--- config.mk ---
export PLATFORM = sky130hd
export DESIGN_NAME = uart_loader_top
export DESIGN_NICKNAME = d
export VERILOG_FILES = /design/src/source/loader_pkg.sv /design/src/source/byte_fifo.sv /design/src/source/imem_loader.sv /design/src/source/tick_gen.sv /design/src/source/uart_loader_top.sv /design/src/source/uart_rx.sv /design/src/source/uart_tx.sv
export SDC_FILE = /design/constraint.sdc
export NUM_CORES = 1
export LEC_CHECK = 0
export BUFFER_PORTS_ARGS = -buffer_cell sky130_fd_sc_hd__buf_2
export CAP_MARGIN = 20
export CORE_ASPECT_RATIO = 1.75
export CORE_MARGIN = 1
export CORE_UTILIZATION = 50
export CTS_BUF_LIST = sky130_fd_sc_hd__clkbuf_8
export CTS_CLUSTER_DIAMETER = 40
export CTS_CLUSTER_SIZE = 20
export DETAILED_ROUTE_END_ITERATION = 10
export PLACE_DENSITY_LB_ADDON = 0.05
export SYNTH_ARGS = -nofsm -noshare
export SYNTH_HDL_FRONTEND = slang
export SYNTH_SLANG_ARGS = --single-unit
--- constraint.sdc ---
create_clock -name clk -period 4.8 [get_ports clk]
set_input_delay 0.72 -clock clk [delete_from_list [all_inputs] [get_ports clk]]
set_output_delay 0.72 -clock clk [all_outputs]
set_load 0.02 [all_outputs]
--- src/source/loader_pkg.sv ---
// Shared constants, UART bit-timing tables and bus types for the serial program loader
package loader_pkg;

   // ------------------------------------------------------------------
   // Time base
   // ------------------------------------------------------------------
   // Clocks per microsecond at 25 MHz
   localparam int NUM_1US_CLKS = 25;
   // Width of the microsecond divider
   localparam int DIV_W = $clog2(NUM_1US_CLKS);
   // Width of the per-bit tick countdown
   localparam int CNT_W = 4;

   // Rx waits, each entry counts N+1 ticks
   // Entry 0 skips start and lands near the centre of D0
   // Entries 1..8 cover D1 through D7 and then stop
   localparam logic [CNT_W-1:0] RX_WAIT_TABLE [9] = '{
      4'd13, 4'd7, 4'd8, 4'd8, 4'd7, 4'd8, 4'd8, 4'd7, 4'd8
   };

   // Tx waits for start, D0..D7 and stop
   // Start gets one extra tick for alignment to the time base
   localparam logic [CNT_W-1:0] TX_WAIT_TABLE [10] = '{
      4'd9, 4'd7, 4'd8, 4'd8, 4'd7, 4'd8, 4'd8, 4'd7, 4'd8, 4'd8
   };

   // FIFO depth is 2**FIFO_AW
   localparam int FIFO_AW = 4;

   // ------------------------------------------------------------------
   // Types and frame markers
   // ------------------------------------------------------------------
   typedef logic [7:0] uart_byte_t;

   localparam uart_byte_t SOP_BYTE = 8'h12;
   localparam uart_byte_t EOP_BYTE = 8'h14;
   localparam uart_byte_t ACK_BYTE = 8'h55;
   localparam int WORD_BYTES = 4;

   // Data positions equal the bit index, so a table lookup is state + 1
   typedef enum logic [3:0] {
      bit_d0    = 4'd0,
      bit_d1    = 4'd1,
      bit_d2    = 4'd2,
      bit_d3    = 4'd3,
      bit_d4    = 4'd4,
      bit_d5    = 4'd5,
      bit_d6    = 4'd6,
      bit_d7    = 4'd7,
      bit_stop  = 4'd8,
      bit_idle  = 4'd14,
      bit_start = 4'd15
   } bit_state_t;

   // One instruction memory write, word addressed
   typedef struct packed {
      logic        we;
      logic [29:0] waddr;
      logic [31:0] wdat;
   } imem_wr_t;

   // Single-cycle byte push between stages
   typedef struct packed {
      logic       valid;
      uart_byte_t data;
   } byte_strobe_t;

endpackage

--- src/source/byte_fifo.sv ---
// Byte FIFO with fall-through head, sits on both sides of the frame loader
`timescale 1ns/1ps

module byte_fifo (
   input  logic                     clk,
   input  logic                     arst_n,
   input  loader_pkg::byte_strobe_t push,
   input  logic                     pop,
   output loader_pkg::uart_byte_t   head,
   output logic                     empty,
   output logic                     full
);

   // Storage
   loader_pkg::uart_byte_t mem [2**loader_pkg::FIFO_AW];

   // Extra MSB tells full from empty
   logic [loader_pkg::FIFO_AW:0] wr_ptr;
   logic [loader_pkg::FIFO_AW:0] rd_ptr;
   logic                         do_push;
   logic                         do_pop;

   assign empty   = (wr_ptr == rd_ptr);
   assign full    = (wr_ptr[loader_pkg::FIFO_AW] != rd_ptr[loader_pkg::FIFO_AW]) &&
                    (wr_ptr[loader_pkg::FIFO_AW-1:0] == rd_ptr[loader_pkg::FIFO_AW-1:0]);
   // Overflowing push and underflowing pop are dropped
   assign do_push = push.valid && !full;
   assign do_pop  = pop && !empty;

   always_ff @(posedge clk) begin
      if (!arst_n) begin
         wr_ptr <= '0;
         rd_ptr <= '0;
      end else begin
         if (do_push) begin
            wr_ptr <= wr_ptr + 1'b1;
         end
         if (do_pop) begin
            rd_ptr <= rd_ptr + 1'b1;
         end
      end
   end

   always_ff @(posedge clk) begin
      if (do_push) begin
         mem[wr_ptr[loader_pkg::FIFO_AW-1:0]] <= push.data;
      end
   end

   // Head is valid whenever empty is low
   assign head = mem[rd_ptr[loader_pkg::FIFO_AW-1:0]];

endmodule

--- src/source/imem_loader.sv ---
// Frame parser that writes received words into instruction memory and queues the reply
`timescale 1ns/1ps

module imem_loader (
   input  logic                     clk,
   input  logic                     arst_n,
   input  loader_pkg::uart_byte_t   rx_head,
   input  logic                     rx_empty,
   output logic                     rx_pop,
   input  logic                     tx_full,
   output loader_pkg::byte_strobe_t tx_push,
   output loader_pkg::imem_wr_t     imem_wr,
   output logic                     cpu_rstn
);

   // Frame positions, in wire order
   typedef enum logic [2:0] {
      fr_wait_sop,
      fr_command,
      fr_length_low,
      fr_length_high,
      fr_data,
      fr_checksum,
      fr_eop,
      fr_reply
   } frame_state_t;

   frame_state_t                              state;
   logic                                      take;
   logic                                      last_byte;
   logic                                      last_word;
   logic [$clog2(loader_pkg::WORD_BYTES)-1:0] byte_cnt;
   logic [15:0]                               word_cnt;
   logic [15:0]                               frame_len;
   logic                                      wr_en;
   logic [29:0]                               wr_addr;
   logic [31:0]                               word_sr;
   loader_pkg::uart_byte_t                    csum;
   logic                                      csum_ok;
   loader_pkg::uart_byte_t                    reply_byte;

   // ------------------------------------------------------------------
   // Byte intake
   // ------------------------------------------------------------------
   // One byte per cycle, intake pauses while the reply is pending
   assign take      = !rx_empty && (state != fr_reply);
   assign rx_pop    = take;
   assign last_byte = (byte_cnt == loader_pkg::WORD_BYTES - 1);
   assign last_word = (word_cnt == frame_len - 16'd1);

   // ------------------------------------------------------------------
   // Frame FSM
   // ------------------------------------------------------------------
   always_ff @(posedge clk) begin
      if (!arst_n) begin
         state    <= fr_wait_sop;
         cpu_rstn <= 1'b1;
         wr_en    <= 1'b0;
         byte_cnt <= '0;
         word_cnt <= '0;
      end else begin
         // Write strobe lasts one cycle
         wr_en <= 1'b0;
         case (state)
            // Anything but SOP is dropped here
            fr_wait_sop: begin
               if (take && (rx_head == loader_pkg::SOP_BYTE)) begin
                  state    <= fr_command;
                  cpu_rstn <= 1'b0;
                  byte_cnt <= '0;
                  word_cnt <= '0;
               end
            end
            // Command byte is passed over
            fr_command: if (take) state <= fr_length_low;
            fr_length_low: if (take) state <= fr_length_high;
            fr_length_high: if (take) state <= fr_data;
            fr_data: begin
               if (take) begin
                  byte_cnt <= byte_cnt + 1'b1;
                  if (last_byte) begin
                     wr_en    <= 1'b1;
                     word_cnt <= word_cnt + 16'd1;
                     if (last_word) begin
                        state <= fr_checksum;
                     end
                  end
               end
            end
            fr_checksum: if (take) state <= fr_eop;
            fr_eop: if (take) state <= fr_reply;
            // Wait for room, then release the CPU
            fr_reply: begin
               if (tx_push.valid) begin
                  state    <= fr_wait_sop;
                  cpu_rstn <= 1'b1;
               end
            end
            default: state <= fr_wait_sop;
         endcase
      end
   end

   // ------------------------------------------------------------------
   // Word assembly, checksum and reply selection
   // ------------------------------------------------------------------
   always_ff @(posedge clk) begin
      if (take) begin
         case (state)
            fr_wait_sop: csum <= '0;
            fr_length_low: frame_len[7:0] <= rx_head;
            fr_length_high: frame_len[15:8] <= rx_head;
            fr_data: begin
               // Little endian, first byte ends up in bits 7:0
               word_sr <= {rx_head, word_sr[31:8]};
               csum    <= csum + rx_head;
               if (last_byte) begin
                  wr_addr <= {14'd0, word_cnt};
               end
            end
            fr_checksum: csum_ok <= (rx_head == csum);
            // Failure returns the computed sum to the host
            fr_eop: begin
               if (csum_ok && (rx_head == loader_pkg::EOP_BYTE)) begin
                  reply_byte <= loader_pkg::ACK_BYTE;
               end else begin
                  reply_byte <= csum;
               end
            end
            default: begin
            end
         endcase
      end
   end

   assign tx_push = '{valid: (state == fr_reply) && !tx_full, data: reply_byte};
   assign imem_wr = '{we: wr_en, waddr: wr_addr, wdat: word_sr};

endmodule

--- src/source/tick_gen.sv ---
// Microsecond time base, a one-cycle tick shared by the UART receiver and transmitter
`timescale 1ns/1ps

module tick_gen (
   input  logic clk,
   input  logic arst_n,
   output logic tick_1us
);

   // Free-running divider, wraps every NUM_1US_CLKS clocks
   logic [loader_pkg::DIV_W-1:0] div_cnt;

   always_ff @(posedge clk) begin
      if (!arst_n) begin
         div_cnt  <= '0;
         tick_1us <= 1'b0;
      end else if (div_cnt == loader_pkg::NUM_1US_CLKS - 1) begin
         // Last clock of the microsecond
         div_cnt  <= '0;
         tick_1us <= 1'b1;
      end else begin
         div_cnt  <= div_cnt + 1'b1;
         tick_1us <= 1'b0;
      end
   end

endmodule

--- src/source/uart_loader_top.sv ---
// Top level of the serial program loader, chains UART, FIFOs and frame loader
`timescale 1ns/1ps

module uart_loader_top (
   input  logic                 clk,
   input  logic                 arst_n,
   input  logic                 rx,
   output logic                 tx,
   output loader_pkg::imem_wr_t imem_wr,
   output logic                 cpu_rstn
);

   logic                     tick_1us;
   loader_pkg::byte_strobe_t rx_byte;
   loader_pkg::uart_byte_t   rx_head;
   logic                     rx_empty;
   logic                     rx_pop;
   loader_pkg::byte_strobe_t tx_push;
   loader_pkg::uart_byte_t   tx_head;
   logic                     tx_empty;
   logic                     tx_full;
   logic                     tx_pop;

   // ------------------------------------------------------------------
   // Receive path
   // ------------------------------------------------------------------
   tick_gen u_tick (
      .clk      (clk),
      .arst_n   (arst_n),
      .tick_1us (tick_1us)
   );

   uart_rx u_rx (
      .clk      (clk),
      .arst_n   (arst_n),
      .rx       (rx),
      .tick_1us (tick_1us),
      .rx_byte  (rx_byte)
   );

   // Bytes beyond the depth are dropped inside the FIFO
   byte_fifo u_rx_fifo (
      .clk    (clk),
      .arst_n (arst_n),
      .push   (rx_byte),
      .pop    (rx_pop),
      .head   (rx_head),
      .empty  (rx_empty),
      .full   ()
   );

   // ------------------------------------------------------------------
   // Loader and reply path
   // ------------------------------------------------------------------
   imem_loader u_loader (
      .clk      (clk),
      .arst_n   (arst_n),
      .rx_head  (rx_head),
      .rx_empty (rx_empty),
      .rx_pop   (rx_pop),
      .tx_full  (tx_full),
      .tx_push  (tx_push),
      .imem_wr  (imem_wr),
      .cpu_rstn (cpu_rstn)
   );

   byte_fifo u_tx_fifo (
      .clk    (clk),
      .arst_n (arst_n),
      .push   (tx_push),
      .pop    (tx_pop),
      .head   (tx_head),
      .empty  (tx_empty),
      .full   (tx_full)
   );

   uart_tx u_tx (
      .clk      (clk),
      .arst_n   (arst_n),
      .tick_1us (tick_1us),
      .tx_head  (tx_head),
      .tx_empty (tx_empty),
      .tx_pop   (tx_pop),
      .tx       (tx)
   );

endmodule

--- src/source/uart_rx.sv ---
// UART receiver, 8N1 at 115.2 kbit/s, samples on the 1 us tick and pushes each byte
`timescale 1ns/1ps

module uart_rx (
   input  logic                     clk,
   input  logic                     arst_n,
   input  logic                     rx,
   input  logic                     tick_1us,
   output loader_pkg::byte_strobe_t rx_byte
);

   // ------------------------------------------------------------------
   // Input synchronizer
   // ------------------------------------------------------------------
   // Line idles high
   logic [1:0] rx_sync;
   logic       rx_bit;

   always_ff @(posedge clk) begin
      if (!arst_n) begin
         rx_sync <= 2'b11;
      end else begin
         rx_sync <= {rx_sync[0], rx};
      end
   end

   assign rx_bit = rx_sync[1];

   // ------------------------------------------------------------------
   // Bit FSM
   // ------------------------------------------------------------------
   loader_pkg::bit_state_t       rx_state;
   logic [loader_pkg::CNT_W-1:0] rx_cnt;
   logic                         rx_next;
   logic [3:0]                   next_pos;
   loader_pkg::uart_byte_t       rx_shift;

   // Sampling point reached
   assign rx_next  = tick_1us && (rx_cnt == '0);
   // Following bit position, also the index of its wait
   assign next_pos = rx_state + 4'd1;

   always_ff @(posedge clk) begin
      if (!arst_n) begin
         rx_state <= loader_pkg::bit_idle;
         rx_cnt   <= '0;
      end else begin
         // Count down ticks while a character is in flight
         if (tick_1us && (rx_state != loader_pkg::bit_idle)) begin
            rx_cnt <= rx_cnt - 1'b1;
         end
         case (rx_state)
            // Start bit is folded into the first wait
            loader_pkg::bit_idle: begin
               rx_cnt <= loader_pkg::RX_WAIT_TABLE[0];
               if (!rx_bit) begin
                  rx_state <= loader_pkg::bit_d0;
               end
            end
            loader_pkg::bit_stop: begin
               if (rx_next) begin
                  rx_state <= loader_pkg::bit_idle;
               end
            end
            // D0..D7, a load here overrides the countdown
            default: begin
               if (rx_next) begin
                  rx_cnt   <= loader_pkg::RX_WAIT_TABLE[next_pos];
                  rx_state <= loader_pkg::bit_state_t'(next_pos);
               end
            end
         endcase
      end
   end

   // LSB arrives first, so shift in from the top
   always_ff @(posedge clk) begin
      if (rx_next && (rx_state inside {[loader_pkg::bit_d0:loader_pkg::bit_d7]})) begin
         rx_shift <= {rx_bit, rx_shift[7:1]};
      end
   end

   // Push in the middle of the stop bit
   assign rx_byte = '{valid: rx_next && (rx_state == loader_pkg::bit_stop), data: rx_shift};

endmodule

--- src/source/uart_tx.sv ---
// UART transmitter, 8N1 at 115.2 kbit/s, sends queued bytes on the 1 us tick
`timescale 1ns/1ps

module uart_tx (
   input  logic                   clk,
   input  logic                   arst_n,
   input  logic                   tick_1us,
   input  loader_pkg::uart_byte_t tx_head,
   input  logic                   tx_empty,
   output logic                   tx_pop,
   output logic                   tx
);

   loader_pkg::bit_state_t       tx_state;
   logic [loader_pkg::CNT_W-1:0] tx_cnt;
   logic                         tx_next;
   logic [3:0]                   next_pos;

   // End of the current bit
   assign tx_next  = tick_1us && (tx_cnt == '0);
   assign next_pos = tx_state + 4'd1;
   // Head byte leaves the FIFO once its stop bit is done
   assign tx_pop   = tx_next && (tx_state == loader_pkg::bit_stop);

   always_ff @(posedge clk) begin
      if (!arst_n) begin
         tx_state <= loader_pkg::bit_idle;
         tx_cnt   <= '0;
         tx       <= 1'b1;
      end else begin
         if (tick_1us && (tx_state != loader_pkg::bit_idle)) begin
            tx_cnt <= tx_cnt - 1'b1;
         end
         case (tx_state)
            // Line held at mark level
            loader_pkg::bit_idle: begin
               tx     <= 1'b1;
               tx_cnt <= loader_pkg::TX_WAIT_TABLE[0];
               if (!tx_empty) begin
                  tx_state <= loader_pkg::bit_start;
               end
            end
            // Start bit begins on the first tick after data shows up
            loader_pkg::bit_start: begin
               if (tick_1us) begin
                  tx <= 1'b0;
                  if (tx_cnt == '0) begin
                     tx       <= tx_head[0];
                     tx_cnt   <= loader_pkg::TX_WAIT_TABLE[1];
                     tx_state <= loader_pkg::bit_d0;
                  end
               end
            end
            loader_pkg::bit_stop: begin
               if (tx_next) begin
                  tx_state <= loader_pkg::bit_idle;
               end
            end
            // D0..D7, table is one entry ahead because of start
            default: begin
               if (tx_next) begin
                  tx_cnt   <= loader_pkg::TX_WAIT_TABLE[next_pos + 4'd1];
                  tx_state <= loader_pkg::bit_state_t'(next_pos);
                  if (tx_state == loader_pkg::bit_d7) begin
                     tx <= 1'b1;
                  end else begin
                     tx <= tx_head[next_pos[2:0]];
                  end
               end
            end
         endcase
      end
   end

endmodule

# After elaboration in Yosys (flattened, before gate mapping)
# Memory sizes are Yosys's and may differ from the RTL's. A register that Yosys moved wholly into a read port is not among the register bits.
# Cells that the tools add are included.
# totals
reg_bits	157
latchBits	0
ramBits	256
romBits	128
input_bits	3
out_inout_bits	65
elab_cells	202
n_memories	4
# classes
n_addsub	14
multipliers	0
div_mod_pow	0
order_cmp	5
eq_ne	44
shift	0
muxes	61
bitwise_logic	4
n_reduce_logical	45
# mem_list
name	words	word_bits	rd	rd_clocked_by_memory_dff	wr	line	text
u_rx_fifo.mem	16	8	1	1	1	byte_fifo.sv:15	loader_pkg::uart_byte_t mem [2**loader_pkg::FIFO_AW];
u_tx_fifo.mem	16	8	1	1	1	byte_fifo.sv:15	
(name not given)	16	4	1	0	0	uart_tx.sv:62	tx_cnt <= loader_pkg::TX_WAIT_TABLE[next_pos + 4'd1];
(name not given)	16	4	1	0	0	uart_rx.sv:68	rx_cnt <= loader_pkg::RX_WAIT_TABLE[next_pos];
# ops
cell	count
2-to-1 mux 4 bit	22
2-to-1 mux 16 bit	3
one-hot mux 16 bit (2 select lines)	1
2-to-1 mux 3 bit	10
inequality test 2 x 1 -> 1 bit, second input constant	13
adder 5 x 1 -> 5 bit, second input constant	5
one-hot mux 3 bit (8 select lines)	1
one-hot mux 4 bit (3 select lines)	2
equality test 4 bit, second input constant	5
logical AND 1 bit	18
AND reduction 3 bit	6
adder 16 x 1 -> 16 bit, second input constant	1
equality test 16 bit	1
equality test 8 x 5 -> 1 bit, second input constant	2
one-hot mux 4 bit (2 select lines)	2
one-hot mux 8 bit (2 select lines)	1
subtractor 16 x 1 -> 16 bit, second input constant	1
2-to-1 mux 1 bit	13
adder 4 x 1 -> 4 bit, second input constant	3
equality test 3 bit, second input constant	4
AND reduction 2 bit	6
equality test 5 bit	2
>= comparator 5 bit, second input constant	2
inverter 4 -> 5 bit	2
other kinds (32)	47

# Logic depth before layout (Yosys ltp)
# Gate-level depths: netlist of run 1.
# depth
word_depth	8
ltp_mapped	18
ltp_nobuf	15

# Cells and area by module
# Synthesis of run 1 repeated with hierarchy kept, for this count alone.
# hier_totals
cells_unflattened	1183
hier_area_um2	18455.2
# modules_own_cells
mod	n_inst	cells_each	area_each_um2	seq_area_each_um2
byte_fifo	2	282	5806.8	4124.0
imem_loader	1	379	4648.2	2892.8
uart_tx	1	132	974.7	180.2
uart_rx	1	84	938.4	440.4
tick_gen	1	24	280.3	120.1

# Least setup slack after synthesis of run 1
# Ideal clock, no wire load.
# synth_timing
path_kind	flip-flop to flip-flop
from	register with a tool-made name
to	register u_loader.csum[7], data pin
setup_ps	261
arrival_ps	2985
t_required_ps	4539
slack_ps	1554
stages_incl_launch_ff	15
n_path_buf	2
period_less_slack_ps	3246
cell_sequence	dfxtp_1 > buf_6 > buf_2 > mux4_2 > a22oi_1 > nand3_1 > ha_1 > a21o_1 > a21oi_1 > o21bai_1 > a21oi_1 > o21bai_1 > a21oi_1 > xor2_1 > nor2_1
# synth_rtl
element	line	text
end signal, assigned	imem_loader.sv:116	csum <= csum + rx_head;
end, declared	imem_loader.sv:38	loader_pkg::uart_byte_t csum;

==> results of run 1 <==
## cell usage after synthesis (4+ instances only)
cell | instances | area, µm²
a21oi_1 | 39 | 195
a221oi_1 | 7 | 61.3
a22oi_1 | 9 | 67.6
and2_1 | 8 | 50.1
and3_1 | 15 | 93.8
buf_1 | 4 | 15.0
buf_2 | 6 | 30.0
buf_4 | 16 | 120
clkbuf_1 | 36 | 135
dfxtp_1 | 76 | 1520
edfxtp_1 | 345 | 10400
ha_1 | 37 | 463
inv_1 | 35 | 131
mux2_2 | 7 | 78.8
mux2i_1 | 20 | 200
mux4_2 | 59 | 1330
nand2_1 | 58 | 218
nand2b_1 | 16 | 100
nand3_1 | 28 | 140
nand4_1 | 10 | 62.6
nor2_1 | 102 | 383
nor2b_1 | 14 | 87.6
nor3_1 | 26 | 130
nor4_1 | 14 | 87.6
o21ai_0 | 34 | 170
o31ai_1 | 4 | 30.0
or2_2 | 7 | 43.8
or3_1 | 9 | 56.3
or4_1 | 5 | 37.5
xnor2_1 | 37 | 324
xor2_1 | 36 | 315
## sequential cells by signal (all words and copies together) (netlist names), 5 cells and up, named ones only
name	flops
u_rx_fifo.wr_ptr	5
u_loader.reply_byte	8
u_loader.word_cnt	16
u_loader.wr_addr	16
u_tx_fifo.mem	128
u_rx_fifo.mem	128
u_tick.div_cnt	5
u_tx_fifo.rd_ptr	5
u_loader.frame_len	16
u_tx_fifo.wr_ptr	5
u_loader.word_sr	32
u_loader.csum	8
u_rx_fifo.rd_ptr	5
u_rx.rx_shift	8
## per-stage QoR
step / area (µm²) / total power, W
after global placement: 18400 / 0.00455
after detailed placement: 18400 / 0.00455
after CTS: 19100 / 0.00662
after global routing: 19100 / 0.00682
final: 19100 / 0.00656
after floorplan: 17700 / 0.00445
## cells by family after synthesis
group,after synthesis,share of synthesized area [%]
xor+xnor,73,3.61
compound gates,133,4.92
simple gates,330,9.41
mux,88,9.39
fa+ha+maj,38,2.73
buf+inv,101,2.75
flops,421,67.2
other cells,1,0.0212
## critical path, cell delays in order, from the launching register on
cell       delay, ns
dfxtp_1         0.69
buf_4           0.31
nor2b_1         0.16
a221oi_1        0.40
o2bb2ai_1       0.21
nor2b_1         0.64
ha_1            0.40
a21oi_1         0.23
o21bai_1        0.09
a21oi_1         0.17
xor2_1          0.16
nor2_1          0.06
## area by class of cell
| cell class | count | area (µm²) |
|---|---|---|
| diodes | 1 | 2.50 |
| clock buffers | 37 | 509 |
| clock inverters | 27 | 233 |
| fillers | 2869 | 15600 |
| inverters | 36 | 135 |
| multi-input cells | 676 | 5400 |
| flip-flops and latches | 421 | 11900 |
| well taps | 460 | 576 |
| repair buffers | 67 | 387 |
## power groups by stage
stage,combinational [W],sequential [W],clock (W)
floorplan,0.000396,0.00405,0
global placement,0.000475,0.00407,0
detailed placement,0.000476,0.00407,0
CTS,0.000478,0.00399,0.00215
global route,0.000527,0.00400,0.00229
finish,0.000474,0.00399,0.00210
## layer usage
layer  vias up  wire length, µm  GRT usage [%]  share of wire (%)
li1       4561                -              -                  -
met1      4812            14000           23.8                 37
met2       175            21200           41.0                 56
met3        80             1030           3.18                2.7
met4         0             1460           9.23                3.9
met5         -                0              0                  0
## path summary, 6_finish.rpt
path                    from                to  slack [ns]  depth (start not counted)
max                 register  u_loader.csum[7]        1.03                         11
min                       rx   u_rx.rx_sync[0]        0.34                          2
max reg2reg         register  u_loader.csum[7]        1.03                         11
min reg2reg  u_rx.rx_sync[0]   u_rx.rx_sync[1]        0.42                          1
==> results.md, run 1 <==
- Mapped cell area: 17,700 µm²
- Synth unique cells: 73
- Yosys warns: 0
- Final core utilization: 55.1%
- Die Area: 36,200 µm²
- Worst Path Required: 5.12 ns
- Final WS setup: 1.03 ns
- Drt wl/cell: 21.8 µm
- Post-synthesis sequential area ratio: 67.2%
- Cts-stage hold buffer count: 0
- Largest net degree at the start of global routing: 38
- Flip-flop and latch count after synthesis: 421
- Avg Vias per Cell: 5.58
- CTS root buf: clkbuf_8
- Share of layout cells above drive strength 1: 16.9%
- Switching part of the total: 24.8%
- Initial core utilization: 51.0%
- GR Overflow Total: 0
- Synth Instances: 1,185
- Starting DRT DRC Count: 475
- Ys async rst share: 0%
- Via count: 9,628
- Tot GR Track Use: 21.8%
- Post-DP HPWL: 26.3 mm
- Antenna Nets Post-Route: 0
- First-pass GRT wire length: 57.2 mm
- Setup Slack @ Placement: 1.05 ns
- Clk_lat worst skew: 0.59 ns
- TNS Setup: 0 ns
- CTS tree: done
- Max Clk Rate: 266 MHz
- Final Skew: 0.0344 ns
- Sink Count: 421
- EDFF count, synth: 345
- Worst hold path type: in2reg
- P_leak: 6.32 nW
- Area delta synth->final: 8.12%
- WHS: 0.341 ns
- Post-CTS setup buffer count: 0
- Status: complete, no violations
- Post-cts sizing count: 0
- # DRC: 0
- Clk buf depth: 3
- Final Non-Filler Cells: 1,725
- Core ar.: 34,700 µm²
- Arr. time, crit path: 4.08 ns
- Max Cap Viol: 0
- Initial antenna violation count: 1
- Reg clk slew, reported paths: 0.11 ns
- Die height: 251 µm
- Combinational Power Share: 7.2%
- Final Critical Period: 3.77 ns
- Worst setup SP type: register
- Nets: 1,279
- Max Slew Vio Count: 0
- Most frequent cells in the layout: edfxtp_1, nor2_1, dfxtp_1
- Die Width: 144 µm
- Routed WL: 37.7 mm
- Count of final setup violators: 0
- Final Cycle Share: 78.5%
- PD cells: 343 nW/µm²
- CP Capture Type: register
- Cell Int Power: 0.00494 W
- Mean post-synth cell area: 14.9 µm²
- Rows: 90
- Tightest Pin Transition: 1.14 ns
- Crit Path Class: reg2reg
- Port Buffers: 53
- I/O pin count: 68
- Unrepaired setup endpoints after global routing: no
- VDD IR max: 0.316 mV
- Commonest non-fill, non-tap cell in the layout: edfxtp_1
- Clock share of power: 32.0%
- Sequential Power Share: 60.8%
- Post-synth top flop: edfxtp_1
- H-tree depth: 2
- Final Hold Fails: 0
- Inst Count DP: 1,659
- GPL Wtd Cong: 0.817
- Total CTS buffers: 36
- DRT Pass-1 Iters: 6
- Relative slew slack: 24.0%
- Crit Path Max Fanout: 12
- Vias in the first global route: 9,740
- Switching Power: 0.00162 W
No activity file was read; power rests on OpenSTA's default activity.
==> inputs of run 2 (changes only) <==
clock period = 3 ns   (was 4.8 ns; I/O delays follow)
==> results.md, run 2 (same netlist as run 1, synthesis figures left out) <==
- Arr. time, crit path: 3.52 ns (-0.56 ns)
- Max Slew Vio Count: 0 (unchanged)
- P_leak: 6.94 nW (+9.8%)
- Core ar.: 34,700 µm² (unchanged)
- CTS root buf: clkbuf_8
- Avg Vias per Cell: 5.49 (-1.6%)
- Port Buffers: 53 (unchanged)
- Most frequent cells in the layout: edfxtp_1, buf_4, nor2_1
- Failing checks: setup timing
- Cell Int Power: 0.00824 W (+67%)
- Share of layout cells above drive strength 1: 25.6% (+8.7 points)
- First-pass GRT wire length: 59.1 mm (+3.3%)
- Clk buf depth: 3 (unchanged)
- Crit-path cells: buf_12 > mux4_2 > a22oi_2 > nand3_2 > buf_6 > ha_4 > a21o_1 > a21oi_2 > o21bai_1 > a21oi_2 > o21bai_1 > a21oi_1 > xor2_1 > nor2_1
- Max Clk Rate: 313 MHz (+18%)
- Via count: 10,100 (+4.7%)
- Final Hold Fails: 0 (unchanged)
- Initial antenna violation count: 1 (unchanged)
- Final WS setup: -0.190 ns (-1.22 ns)
- CTS tree: done
- Count of final setup violators: 10 (+10)
- Initial core utilization: 51.0% (unchanged)
- Clk_lat worst skew: 0.59 ns (about the same)
- Sink Count: 421 (unchanged)
- Slowest CP cell: mux4_2
- Total CTS buffers: 36 (unchanged)
- CP Capture Type: register
- Tightest Pin Transition: 1.09 ns (-0.0492 ns)
- Die Width: 144 µm (unchanged)
- Status: finished with violations
- Worst Path Required: 3.33 ns (-1.79 ns)
- Antenna Nets Post-Route: 0 (unchanged)
- Commonest non-fill, non-tap cell in the layout: edfxtp_1
- Final Cycle Share: 106% (+28 points)
- Vias in the first global route: 10,400 (+6.5%)
- Total Power: 0.0109 W (+66%)
- H-tree depth: 2 (unchanged)
- Starting DRT DRC Count: 515 (+8.4%)
- Die Area: 36,200 µm² (unchanged)
- GPL Wtd Cong: 0.835 (+2.2%)
- DRT Pass-1 Iters: 5 (-1)
- Tot GR Track Use: 22.2% (+0.49 points)
- Combinational Power Share: 8.7% (+1.5 points)
- Sequential Power Share: 58.4% (-2.4 points)
- Post-DP HPWL: 28.0 mm (+6.5%)
- Final Critical Period: 3.19 ns (-0.576 ns)
- Cts-stage hold buffer count: 0 (unchanged)
- Die height: 251 µm (unchanged)
- Slowest stage delay, CP: 0.50 ns (-0.19 ns)
- I/O pin count: 68 (unchanged)
- Switching Power: 0.00268 W (+65%)
- Switching part of the total: 24.5% (-0.23 points)
- Unrepaired setup endpoints after global routing: yes
- Final Skew: 0.0246 ns (-0.00979 ns)
- Setup Slack @ Placement: -0.159 ns (-1.21 ns)
- FILL cells: 2,848 (-0.73%)
- Worst hold path type: in2reg
- Worst setup SP type: register
- Drt wl/cell: 21.1 µm (-3.5%)
- Relative slew slack: 27.3% (+3.3 points)
- PD cells: 540 nW/µm² (+57%)
- Reg clk slew, reported paths: 0.10 ns (about the same)
- Crit Path Class: reg2reg
- Largest net degree at the start of global routing: 38 (unchanged)
- Area delta synth->final: 14.3%
- Clock share of power: 32.9% (+0.9 points)
- Nets: 1,390 (+8.7%)
- Crit Path Max Fanout: 8 (-4)
- Max Cap Viol: 0 (unchanged)
- # DRC: 0 (unchanged)
- Routed WL: 38.7 mm (+2.7%)
- GR Overflow Total: 0 (unchanged)
- Rows: 90 (unchanged)
- VDD IR max: 0.448 mV (+42%)
-- run 2: layout make-up --
class | count | area, µm² | share of cell area, %
clock inverter | 27 | 297 | 1.47
antenna | 1 | 2.50 | 0.0124
multi-input combinational | 676 | 5540 | 27.4
sequential | 421 | 11900 | 58.8
timing repair buffer | 178 | 1280 | 6.35
clock buffer | 37 | 509 | 2.52
inverter | 36 | 135 | 0.668
tap | 460 | 576 | 2.85
-- run 2: metal layers --
metal	vias to the layer above	part of all wire, %	track usage (%)
met2	153	58	43.2
met5	-	0	0
met3	79	2.5	2.70
met4	0	4.0	9.92
li1	4783	-	-
met1	5065	36	23.2
-- run 2: metrics by stage --
step	cells	instance area [µm²]	setup TNS [ns]	hold WS, ns	utilization, %
finish	1836	20200	-0.616	0.0492	58.3
global route	1836	20200	-1.84	0.0189	58.3
CTS	1829	20100	-0.477	0.00742	57.9
detailed placement	1759	19200	-0.382	0.391	55.3
global placement	1758	19200	-0.459	0.395	55.3
floorplan	1198	17800	0	0.386	-
-- run 2: timing repair --
| action | in CTS | in global routing |
|---|---|---|
| pin swaps | 13 | 8 |
| endpoints found under the setup margin | 14 | 27 |
| gates cloned | 0 | 1 |
| resized for setup | 13 | 22 |
| buffers inserted | 6 | 5 |
-- run 2: path summary, 6_finish.rpt --
kind / start / end / slack, ns / cells past startpoint
worst min-delay path: rx / u_rx.rx_sync[0] / 0.05 / 2
worst max register to register: register / u_loader.csum[7] / -0.19 / 14
worst max-delay path: register / u_loader.csum[7] / -0.19 / 14
worst min register to register: u_rx.rx_sync[0] / u_rx.rx_sync[1] / 0.41 / 1
-- run 2: worst max-delay path: cells and delay by family, from the launching register on --
family / cells / cell delay (ns)
AND/OR/NAND/NOR: 2 / 0.23
buffers and inverters: 2 / 0.28
AO/OA/AOI/OAI: 7 / 1.16
XOR/XNOR: 1 / 0.16
adder cells (fa/ha/maj): 1 / 0.20
multiplexers: 1 / 0.50
flip-flops: 1 / 0.38
-- run 2: power groups by stage --
stage	clock (W)	sequential [W]	combinational, W
2_1_floorplan	0	0.00648	0.000646
3_3_place_gp	0	0.00650	0.000896
3_5_place_dp	0	0.00650	0.000897
4_1_cts	0.00370	0.00637	0.000932
5_1_grt	0.00389	0.00638	0.00104
6_report	0.00359	0.00637	0.000952
